===== src/common/efi_pkg.sv =====
// ==========================================================
// EFI core package
// Sizes, opcodes, FSM encodings and the instruction word
// layout shared by every block of the EFI core
// ==========================================================

`default_nettype none

package efi_pkg;

    localparam int data_width = 20;
    localparam int reg_addr_width = 4;
    localparam int channel_width = 2;
    localparam int full_addr_width = channel_width + reg_addr_width;
    localparam int length_width = 4;
    localparam int instr_width = 32;
    localparam int opcode_width = 4;

    localparam logic [opcode_width-1:0] op_load = 4'd1;
    localparam logic [opcode_width-1:0] op_efi = 4'd2;

    // The function unit returns the sum first, then the maximum
    localparam int result_count = 2;

    // Memory handler FSM encoding
    localparam int handler_state_width = 2;
    localparam logic [handler_state_width-1:0] handler_idle = 2'd0;
    localparam logic [handler_state_width-1:0] handler_send = 2'd1;
    localparam logic [handler_state_width-1:0] handler_finish = 2'd2;

    localparam int load_pad_width =
        instr_width - opcode_width - channel_width - reg_addr_width - data_width;
    localparam int call_pad_width =
        instr_width - opcode_width - channel_width - 3 * reg_addr_width;

    // Both views keep the opcode in the top nibble
    typedef union packed {
        struct packed {
            logic [opcode_width-1:0] opcode;
            logic [channel_width-1:0] channel;
            logic [reg_addr_width-1:0] destination;
            logic [data_width-1:0] immediate;
            logic [load_pad_width-1:0] pad;
        } load_view;
        struct packed {
            logic [opcode_width-1:0] opcode;
            logic [channel_width-1:0] channel;
            logic [reg_addr_width-1:0] base;
            logic [length_width-1:0] length;
            logic [reg_addr_width-1:0] result;
            logic [call_pad_width-1:0] pad;
        } call_view;
    } instruction_t;

endpackage

`default_nettype wire


===== src/efi_handler/efi_memory_handler.sv =====
// ==========================================================
// EFI memory handler
// Walks a run of argument registers in one channel bank and
// streams the words to the function unit, one per cycle
// ==========================================================

`timescale 1ns/1ps
`default_nettype none

module efi_memory_handler (
    input wire clock,
    input wire reset,
    input wire call_start,
    input wire [efi_pkg::channel_width-1:0] call_channel,
    input wire [efi_pkg::reg_addr_width-1:0] call_base,
    input wire [efi_pkg::length_width-1:0] call_length,
    input wire [efi_pkg::data_width-1:0] argument_data,
    output logic [efi_pkg::full_addr_width-1:0] argument_address,
    output logic [efi_pkg::data_width-1:0] stream_data,
    output logic stream_valid,
    output logic stream_last
);

    logic [efi_pkg::handler_state_width-1:0] state;
    logic [efi_pkg::reg_addr_width-1:0] register_index;
    logic [efi_pkg::length_width-1:0] argument_count;
    logic final_argument;

    // The decoder holds the call fields for the whole call, so only the
    // running index and count live here
    assign argument_address = {call_channel, register_index};
    assign final_argument = (argument_count == call_length);

    always_ff @(posedge clock or negedge reset) begin
        if (!reset) begin
            state <= efi_pkg::handler_idle;
            register_index <= '0;
            argument_count <= '0;
            stream_valid <= 1'b0;
            stream_last <= 1'b0;
        end else begin
            case (state)
                efi_pkg::handler_idle: begin
                    stream_valid <= 1'b0;
                    stream_last <= 1'b0;
                    if (call_start) begin
                        register_index <= call_base;
                        argument_count <= '0;
                        state <= efi_pkg::handler_send;
                    end
                end
                efi_pkg::handler_send: begin
                    stream_valid <= 1'b1;
                    stream_last <= final_argument;
                    if (final_argument) begin
                        state <= efi_pkg::handler_finish;
                    end else begin
                        // Index wraps inside the bank, the channel bits stay put
                        register_index <= register_index + 1'b1;
                        argument_count <= argument_count + 1'b1;
                    end
                end
                efi_pkg::handler_finish: begin
                    stream_valid <= 1'b0;
                    stream_last <= 1'b0;
                    state <= efi_pkg::handler_idle;
                end
                default: begin
                    stream_valid <= 1'b0;
                    stream_last <= 1'b0;
                    state <= efi_pkg::handler_idle;
                end
            endcase
        end
    end

    // Registered copy of each word read while sending
    always_ff @(posedge clock) begin
        if (state == efi_pkg::handler_send) begin
            stream_data <= argument_data;
        end
    end

endmodule

`default_nettype wire


===== src/hw/efi_decoder.sv =====
// ==========================================================
// EFI instruction decoder
// Turns load words into register writes and call words into
// a start pulse, and tracks the busy state of the core
// ==========================================================

`timescale 1ns/1ps
`default_nettype none

module efi_decoder (
    input wire clock,
    input wire reset,
    input wire efi_pkg::instruction_t instruction,
    input wire instruction_valid,
    input wire done,
    output logic busy,
    output logic load_enable,
    output logic [efi_pkg::full_addr_width-1:0] load_address,
    output logic [efi_pkg::data_width-1:0] load_data,
    output logic call_start,
    output logic [efi_pkg::channel_width-1:0] call_channel,
    output logic [efi_pkg::reg_addr_width-1:0] call_base,
    output logic [efi_pkg::length_width-1:0] call_length,
    output logic [efi_pkg::reg_addr_width-1:0] call_result
);

    logic accept;
    logic is_load;
    logic is_call;

    // The cycle of call_start already counts as busy, since busy only rises one edge later
    assign accept = instruction_valid && !busy && !call_start;
    assign is_load = accept && (instruction.load_view.opcode == efi_pkg::op_load);
    assign is_call = accept && (instruction.call_view.opcode == efi_pkg::op_efi);

    always_ff @(posedge clock or negedge reset) begin
        if (!reset) begin
            load_enable <= 1'b0;
            call_start <= 1'b0;
            busy <= 1'b0;
        end else begin
            load_enable <= is_load;
            call_start <= is_call;
            if (call_start) begin
                busy <= 1'b1;
            end else if (done) begin
                busy <= 1'b0;
            end
        end
    end

    // Payload fields, held until the next accepted instruction of the same kind
    always_ff @(posedge clock) begin
        if (is_load) begin
            load_address <= {instruction.load_view.channel, instruction.load_view.destination};
            load_data <= instruction.load_view.immediate;
        end
        if (is_call) begin
            call_channel <= instruction.call_view.channel;
            call_base <= instruction.call_view.base;
            call_length <= instruction.call_view.length;
            call_result <= instruction.call_view.result;
        end
    end

endmodule

`default_nettype wire


===== src/hw/efi_function_unit.sv =====
// ==========================================================
// EFI function unit
// Folds the argument stream into a wrapping sum and a signed
// maximum, then returns the sum followed by the maximum
// ==========================================================

`timescale 1ns/1ps
`default_nettype none

module efi_function_unit (
    input wire clock,
    input wire reset,
    input wire [efi_pkg::data_width-1:0] stream_data,
    input wire stream_valid,
    input wire stream_last,
    output logic [efi_pkg::data_width-1:0] result_data,
    output logic result_valid
);

    logic first_argument;
    logic emit_maximum;
    logic [efi_pkg::data_width-1:0] sum;
    logic [efi_pkg::data_width-1:0] maximum;
    logic [efi_pkg::data_width-1:0] sum_next;
    logic [efi_pkg::data_width-1:0] maximum_next;

    // The first argument seeds both accumulators
    always_comb begin
        if (first_argument) begin
            sum_next = stream_data;
            maximum_next = stream_data;
        end else begin
            sum_next = sum + stream_data;
            if ($signed(stream_data) > $signed(maximum)) begin
                maximum_next = stream_data;
            end else begin
                maximum_next = maximum;
            end
        end
    end

    always_ff @(posedge clock or negedge reset) begin
        if (!reset) begin
            first_argument <= 1'b1;
            emit_maximum <= 1'b0;
            result_valid <= 1'b0;
        end else begin
            if (stream_valid) begin
                first_argument <= stream_last;
            end
            emit_maximum <= stream_valid && stream_last;
            result_valid <= (stream_valid && stream_last) || emit_maximum;
        end
    end

    always_ff @(posedge clock) begin
        if (stream_valid) begin
            sum <= sum_next;
            maximum <= maximum_next;
        end
        if (stream_valid && stream_last) begin
            result_data <= sum_next;
        end else if (emit_maximum) begin
            result_data <= maximum;
        end
    end

endmodule

`default_nettype wire


===== src/hw/efi_result_writer.sv =====
// ==========================================================
// EFI result writer
// Stores the returned results in consecutive registers of the
// call's bank and pulses done after the last one
// ==========================================================

`timescale 1ns/1ps
`default_nettype none

module efi_result_writer (
    input wire clock,
    input wire reset,
    input wire call_start,
    input wire [efi_pkg::channel_width-1:0] call_channel,
    input wire [efi_pkg::reg_addr_width-1:0] call_result,
    input wire [efi_pkg::data_width-1:0] result_data,
    input wire result_valid,
    output logic result_enable,
    output logic [efi_pkg::full_addr_width-1:0] result_address,
    output logic [efi_pkg::data_width-1:0] result_write_data,
    output logic done
);

    logic [efi_pkg::reg_addr_width-1:0] destination_index;
    logic [$clog2(efi_pkg::result_count)-1:0] result_index;
    logic last_result;

    // Each result is written in the cycle it arrives
    assign result_enable = result_valid;
    assign result_address = {call_channel, destination_index};
    assign result_write_data = result_data;
    assign last_result = (result_index == efi_pkg::result_count - 1);

    always_ff @(posedge clock or negedge reset) begin
        if (!reset) begin
            destination_index <= '0;
            result_index <= '0;
            done <= 1'b0;
        end else begin
            done <= result_valid && last_result;
            if (call_start) begin
                destination_index <= call_result;
                result_index <= '0;
            end else if (result_valid) begin
                // Wraps within the bank like the argument range does
                destination_index <= destination_index + 1'b1;
                result_index <= result_index + 1'b1;
            end
        end
    end

endmodule

`default_nettype wire


===== src/hw/efi_top.sv =====
// ==========================================================
// EFI core top level
// Decoder, banked register file, memory handler, function
// unit and result writer, with a debug read port
// ==========================================================

`timescale 1ns/1ps
`default_nettype none

module efi_top (
    input wire clock,
    input wire reset,
    input wire efi_pkg::instruction_t instruction,
    input wire instruction_valid,
    output logic busy,
    output logic done,
    input wire [efi_pkg::full_addr_width-1:0] debug_address,
    output logic [efi_pkg::data_width-1:0] debug_data
);

    logic load_enable;
    logic [efi_pkg::full_addr_width-1:0] load_address;
    logic [efi_pkg::data_width-1:0] load_data;
    logic call_start;
    logic [efi_pkg::channel_width-1:0] call_channel;
    logic [efi_pkg::reg_addr_width-1:0] call_base;
    logic [efi_pkg::length_width-1:0] call_length;
    logic [efi_pkg::reg_addr_width-1:0] call_result;
    logic [efi_pkg::full_addr_width-1:0] argument_address;
    logic [efi_pkg::data_width-1:0] argument_data;
    logic [efi_pkg::data_width-1:0] stream_data;
    logic stream_valid;
    logic stream_last;
    logic [efi_pkg::data_width-1:0] result_data;
    logic result_valid;
    logic result_enable;
    logic [efi_pkg::full_addr_width-1:0] result_address;
    logic [efi_pkg::data_width-1:0] result_write_data;

    efi_decoder decoder (
        .clock(clock), .reset(reset),
        .instruction(instruction), .instruction_valid(instruction_valid),
        .done(done), .busy(busy),
        .load_enable(load_enable), .load_address(load_address), .load_data(load_data),
        .call_start(call_start), .call_channel(call_channel), .call_base(call_base),
        .call_length(call_length), .call_result(call_result)
    );

    register_file registers (
        .clock(clock), .reset(reset),
        .load_enable(load_enable), .load_address(load_address), .load_data(load_data),
        .result_enable(result_enable), .result_address(result_address),
        .result_data(result_write_data),
        .argument_address(argument_address), .debug_address(debug_address),
        .argument_data(argument_data), .debug_data(debug_data)
    );

    efi_memory_handler handler (
        .clock(clock), .reset(reset),
        .call_start(call_start), .call_channel(call_channel), .call_base(call_base),
        .call_length(call_length), .argument_data(argument_data),
        .argument_address(argument_address), .stream_data(stream_data),
        .stream_valid(stream_valid), .stream_last(stream_last)
    );

    efi_function_unit function_unit (
        .clock(clock), .reset(reset),
        .stream_data(stream_data), .stream_valid(stream_valid), .stream_last(stream_last),
        .result_data(result_data), .result_valid(result_valid)
    );

    efi_result_writer writer (
        .clock(clock), .reset(reset),
        .call_start(call_start), .call_channel(call_channel), .call_result(call_result),
        .result_data(result_data), .result_valid(result_valid),
        .result_enable(result_enable), .result_address(result_address),
        .result_write_data(result_write_data), .done(done)
    );

endmodule

`default_nettype wire


===== src/hw/register_file.sv =====
// ==========================================================
// Channel-banked register file
// 64 words in four banks of 16, one load and one result write
// port, combinational argument and debug reads
// ==========================================================

`timescale 1ns/1ps
`default_nettype none

module register_file (
    input wire clock,
    input wire reset,
    input wire load_enable,
    input wire [efi_pkg::full_addr_width-1:0] load_address,
    input wire [efi_pkg::data_width-1:0] load_data,
    input wire result_enable,
    input wire [efi_pkg::full_addr_width-1:0] result_address,
    input wire [efi_pkg::data_width-1:0] result_data,
    input wire [efi_pkg::full_addr_width-1:0] argument_address,
    input wire [efi_pkg::full_addr_width-1:0] debug_address,
    output logic [efi_pkg::data_width-1:0] argument_data,
    output logic [efi_pkg::data_width-1:0] debug_data
);

    localparam int depth = 2 ** efi_pkg::full_addr_width;

    logic [efi_pkg::data_width-1:0] registers [depth];

    // Loads happen only while idle and result writes only during a call,
    // so the two ports never hit the array in the same cycle
    always_ff @(posedge clock or negedge reset) begin
        if (!reset) begin
            for (int i = 0; i < depth; i++) begin
                registers[i] <= '0;
            end
        end else begin
            if (load_enable) begin
                registers[load_address] <= load_data;
            end
            if (result_enable) begin
                registers[result_address] <= result_data;
            end
        end
    end

    assign argument_data = registers[argument_address];
    assign debug_data = registers[debug_address];

endmodule

`default_nettype wire


===== config.mk =====
export PLATFORM = sky130hd
export DESIGN_NAME = efi_top
export DESIGN_NICKNAME = d
export VERILOG_FILES = /design/src/common/efi_pkg.sv /design/src/efi_handler/efi_memory_handler.sv /design/src/hw/efi_decoder.sv /design/src/hw/efi_function_unit.sv /design/src/hw/efi_result_writer.sv /design/src/hw/efi_top.sv /design/src/hw/register_file.sv
export SDC_FILE = /design/constraint.sdc
export NUM_CORES = 2
export LEC_CHECK = 0
export BUFFER_PORTS_ARGS = -buffer_cell sky130_fd_sc_hd__buf_2
export CAP_MARGIN = 20
export CORE_ASPECT_RATIO = 0.5
export CORE_MARGIN = 10
export CORE_UTILIZATION = 36
export DETAILED_ROUTE_END_ITERATION = 12
export PLACE_DENSITY = 0.55
export SYNTH_ARGS = -nofsm -noshare
export SYNTH_HDL_FRONTEND = slang
export SYNTH_SLANG_ARGS = --single-unit

===== constraint.sdc =====
create_clock -name clock -period 6.2 [get_ports clock]
set_input_delay 1.24 -clock clock [delete_from_list [all_inputs] [get_ports clock]]
set_output_delay 1.24 -clock clock [all_outputs]
set_load 0.01 [all_outputs]

=== Word-level counts from Yosys, hierarchy flattened ===
Cells that the tools add are included.

* Memories kept: 0
* Output and inout port bits: 22
* Flip-flop bits (word level): 1,424
* Memory bits (writable): 0
* Word-level logic and storage cells: 167
* Input bits: 41
* Bits in latches: 0
* Bits in read-only memories: 0

* Add/subtract/negate cells: 5
* Eq/ne operators: 7
* Div/mod/pow operators: 0
* Shifts and indexed selects: 0
* Order comparisons: 7
* Multiplexer cells: 36
* Multipliers: 0
* Reductions and logical operators: 20
* Bitwise gates (word level): 4

{| class="wikitable"
|+ Operators by type and width
! cell !! number
|-
| bitwise mux 1280 bit || 2
|-
| 2-to-1 mux 1280 bit || 2
|-
| binary-select mux 20 bit (select 6 bit) || 2
|-
| demux 20 bit (select 6 bit) || 2
|-
| 2-to-1 mux 20 bit || 11
|-
| >= comparator 7 bit, second input constant || 4
|-
| inverter 6 -> 7 bit || 4
|-
| 2-to-1 mux 4 bit || 6
|-
| adder 20 bit || 1
|-
| > comparator 20 bit || 1
|-
| case mux 4 bit (2 select lines) || 2
|-
| < comparator 7 x 1 -> 1 bit, second input constant || 2
|-
| adder 4 x 1 -> 4 bit, second input constant || 3
|-
| nonzero test 2 bit || 5
|-
| logical AND 1 bit || 8
|-
| 2-to-1 mux 1 bit || 6
|-
| equality test 4 x 1 -> 1 bit, second input constant || 1
|-
| equality test 4 x 2 -> 1 bit, second input constant || 1
|-
| equality test 4 bit || 1
|-
| 2-to-1 mux 2 bit || 2
|-
| != test 2 bit, second input constant || 2
|-
| case mux 2 bit (2 select lines) || 1
|-
| AND reduction 2 bit || 2
|-
| AND reduction 3 bit || 1
|-
| other kinds (6) || 7
|}

=== Depth between registers and ports, before layout ===
* Depth after elaboration: 9
* Mapped depth: 10

=== Modules after synthesis ===
From an unflattened synthesis, not the netlist that was laid out.

* Cells, all modules: 8,275
* Area total of the unflattened synthesis: 87,214.9 µm²

{| class="wikitable"
|+ Modules (own cells, without submodules)
! module !! instances !! cells an instance !! area each (µm²)
|-
| register_file || 1 || 7,733 || 80,284.5
|-
| efi_function_unit || 1 || 358 || 3,880.0
|-
| efi_decoder || 1 || 50 || 1,325.0
|-
| efi_memory_handler || 1 || 86 || 1,256.2
|-
| efi_result_writer || 1 || 48 || 469.2
|}

=== Worst setup path after synthesis ===
OpenSTA, ideal clock, no wires.

* Path kind: flip-flop to flip-flop
* Start: register handler.stream_data[13] (netlist bit)
* End: register function_unit.maximum[0] (netlist bit), enable pin
* Stages on the path, launching flop included: 6
* Data arrival time: 3,955 ps
* Library setup time: 469 ps
* Setup slack: 1,777 ps
* Cell sequence: edfxtp_1 > ha_1 > a21o_1 > a221o_1 > a221o_1 > o311ai_0

* Cells in the longest elaborated chain, start to end: 3

{| class="wikitable"
|+ RTL lines
! element !! RTL line !! source
|-
| start, declared || efi_memory_handler.sv:19 || <nowiki>output logic [efi_pkg::data_width-1:0] stream_data,</nowiki>
|-
| start signal, assigned || efi_memory_handler.sv:80 || <nowiki>stream_data <= argument_data;</nowiki>
|-
| > comparator 20 bit || efi_function_unit.sv:34 || <nowiki>if ($signed(stream_data) > $signed(maximum)) begin</nowiki>
|-
| nonzero test 2 bit (no source line) || - ||
|-
| AND reduction 2 bit (no source line) || - ||
|-
| end signal, assigned || efi_function_unit.sv:59 || <nowiki>maximum <= maximum_next;</nowiki>
|-
| end, declared || efi_function_unit.sv:23 || <nowiki>logic [efi_pkg::data_width-1:0] maximum;</nowiki>
|}

Every way passes these cells.
A chain may end at the register's enable or synchronous reset.

=== Worst setup path after layout ===
* Start: input port debug_address[0] (netlist bit)
* End: output port debug_data[5] (netlist bit)

* Cells in the longest elaborated chain, start to end: 4

{| class="wikitable"
|+ RTL lines
! element !! RTL line !! source
|-
| start, declared || efi_top.sv:17 || <nowiki>input wire [efi_pkg::full_addr_width-1:0] debug_address,</nowiki>
|-
| inverter 6 -> 7 bit (not written as such) || register_file.sv:47 || <nowiki>assign debug_data = registers[debug_address];</nowiki>
|-
| binary-select mux 20 bit (select 6 bit) || register_file.sv:47 ||
|-
| 2-to-1 mux 20 bit (not written as such) (2 in series) || register_file.sv:47 ||
|-
| end, declared || efi_top.sv:18 || <nowiki>output logic [efi_pkg::data_width-1:0] debug_data</nowiki>
|}

Every way passes these cells. The select of a mux whose other input is x is not followed.

==> results by group <==
Finish
  • Nets@finish: 7,309
  • Share of cells above drive strength 1: 20.5%
  • Syn-to-layout area delta: 10.6%
  • Filler cell count: 22,242

Hold path
  • Hold-critical path depth: 2
  • Hold Crit Endpoint: writer.destination_index[1]
  • HP Class: flip-flop to flip-flop
  • Hold_sp: decoder.call_result[1]

Pwr
  • Leak pwr: 41.2 nW
  • Internal cell power: 17.9 mW
  • Max VDD drop: 0.309 mV
  • Combinational share of power: 21.9%
  • Clock power frac: 36.6%
  • Final Power: 26.0 mW
  • Switch share: 31.3%
  • Psw: 8.16 mW
  • Cell Pwr Density: 274 nW/um2
  • Register share of total power: 41.5%

Synth
  • Synthesized cell area: 85,900 um2
  • Post-synth top area share: 38.0%
  • Seq/Total Area, Yosys: 42.2%
  • Ys flop type: dfrtp_1
  • Most common cell in the netlist: dfrtp_1
  • Syn Area/Cell: 11.3 um2
  • Synth Net Count: 7,711
  • Netlist cell types: 56
  • Top cells by count, synth: dfrtp_1 (1,303), mux2i_1 (1,284), nand2_1 (939)
  • Dominant cells by area after synthesis: dfrtp_1 (38%), mux4_2 (21%), mux2i_1 (15%)
  • Synth Instances: 7,627
  • Synth warnings: 0
  • Post-synth EDFFs: 120
  • Synth async-reset ratio: 91.6%
  • Area leader, netlist: dfrtp_1
  • Flops & latches, synth: 1,424

Die
  • Core box area: 237,000 um2
  • Die height: 365 um
  • Die area: 260,000 um2
  • Die X: 711 um
  • Initial Util: 36.3%
  • Row count: 126
  • IO Pins: 63

Global route
  • Initial antenna violation count: 10
  • GRT Overall Usage: 24.3%
  • First-pass GRT wire length: 462,000 um
  • Largest net degree at the start of global routing: 139
  • Number of global-route vias before repair: 60,741
  • Grt total ovfl: 0

STA
  • Fin. Hold Viols: 0
  • Worst-margin pin slew: 1.44 ns
  • Max-slew violations: 0
  • Highest Clock Rate: 0.181 GHz
  • Setup-failing EPs final: 0
  • Tmin final: 5.51 ns
  • Period utilisation layout: 89.0%
  • RSZ-0062 raised after global routing: false
  • Setup ws final: 0.685 ns
  • Clk_skew: 0.0381 ns
  • Fin Setup TNS: 0 ns
  • Slew margin rel.: 3.88%

Clock network
  • Clk root buf: clkbuf_16
  • # hold bufs at CTS: 0
  • Post-CTS setup buffers: 0
  • CTS tree: done
  • Worst-Skew Late Latency: 0.84 ns
  • Clock slew at reported path FFs: 0.06 ns
  • Clk sinks: 1,424
  • Post-CTS Resized: 0
  • Num CTS Buffers: 151
  • H-tree depth: 4
  • Clock Path Buffers: 3

Route
  • DRT Wirelength: 325,000 um
  • First drt pass iteration count: 9
  • Wire per inst: 30.8 um
  • Post-DRT Antenna Nets: 0
  • DRT iter0 DRCs: 8,816
  • Vias post-DR: 63,774
  • Post-route DRC violation count: 0
  • Drt via density: 6.05

Worst setup path
  • Setup crit start: debug_address[0]
  • Worst path arrival time: 4.27 ns
  • CP required: 4.96 ns
  • R2r worst-path depth: 5
  • Crit end category: output pin
  • CP Class: input pin to output pin
  • RR Endpoint: handler.stream_data[4]
  • Critical Path Source Type: input pin
  • FF-to-FF Start: handler.register_index[0]
  • Worst-path maximum fanout: 36
  • R2r setup slk: 1.78 ns

Job
  • Max Cap Viol: 0

Place
  • PortBufs: 60
  • Hpwl dp: 189,000 um
  • Dpl ws: 0.672 ns
  • Placer Congestion: 0.852

Run status
  • Status: complete, no violations
metal layers:
| metal | wire (um) | vias up | GRT usage, % | part of all wire, % |
|---|---|---|---|---|
| met5 | 13 | - | 0 | 0.0040 |
| met4 | 16100 | 2 | 10.8 | 4.9 |
| met3 | 32300 | 707 | 5.59 | 9.9 |
| met2 | 143000 | 3494 | 36.6 | 44 |
| met1 | 134000 | 32438 | 33.6 | 41 |
| li1 | - | 27133 | - | - |
per-stage QoR:
stage / hold WS (ns) / area (um2) / util, % / instances
after floorplan: 0.426 / 85900 / - / 7627
after global placement: 0.438 / 89600 / 37.9 / 10257
after detailed placement: 0.448 / 89800 / 38.0 / 10265
after CTS: 0.462 / 94800 / 40.1 / 10539
after global routing: 0.487 / 95000 / 40.1 / 10547
final: 0.456 / 95000 / 40.1 / 10548
power groups by stage:
stage	logic [mW]	clock network, mW	registers [mW]
6_report	5.71	9.51	10.8
4_1_cts	5.72	9.62	10.8
3_5_place_dp	5.71	0	11.0
5_1_grt	6.12	10.0	10.9
2_1_floorplan	4.20	0	10.5
3_3_place_gp	5.65	0	10.9
placed cells by master, fill, tap and decap left out, drive strengths merged, types with 11 or more instances in the layout:
cell type and count:
a21o 13, a21oi 506, a22oi 52, buf 333, clkbuf 224, clkinv 32, dfrtp 1303, edfxtp 120
ha 42, inv 38, mux2 11, mux2i 1284, mux4 800, nand2 939, nand2b 12, nand3 21
nor2 594, nor2b 14, o21ai 841, o22ai 31, xnor2 11, xor2 15
worst max path at each step:
stage / end / slack, ns / cells after the start
2_1_floorplan: function_unit.maximum[0] / 1.78 / 5
3_3_place_gp: debug_data[8] / 0.68 / 9
3_5_place_dp: debug_data[8] / 0.67 / 9
4_1_cts: debug_data[8] / 0.67 / 9
5_1_grt: debug_data[5] / 0.53 / 9
6_report: debug_data[5] / 0.69 / 9
flip-flops by register name, indices dropped and copies added (netlist names), 2 cells and up:
register                   count
decoder.call_base              4
decoder.call_channel           2
decoder.call_length            4
decoder.call_result            4
decoder.load_address           6
decoder.load_data             20
function_unit.maximum         20
function_unit.result_data     20
function_unit.sum             20
handler.argument_count         4
handler.register_index         4
handler.state                  2
handler.stream_data           20
registers.registers         1280
writer.destination_index       4
cell type report:
type	instances	area [um2]	area share, %
Multi-Input combinational cell	5284	46600	49.0
Sequential cell	1424	36300	38.2
Clock buffer	224	4440	4.67
Tap cell	3200	4000	4.21
Timing Repair Buffer	333	3030	3.19
Clock inverter	50	571	0.601
Inverter	31	116	0.122
Antenna cell	2	5.00	0.00527
worst max-delay path, cell delays in order:
cell     delay (ns)
buf_8          0.20
buf_12         0.31
buf_4          0.25
mux4_2         0.53
mux4_2         0.58
o22ai_1        0.53
buf_4          0.27
nor2_1         0.08
buf_2          0.17
logic make-up after synthesis:
group | synth area share (%)
mux | 36.1
buf+inv | 4.35
compound gates | 8.96
fa+ha+maj | 0.635
xor+xnor | 0.265
flops | 42.2
simple gates | 7.52
Power figures use the tool's default switching activity.
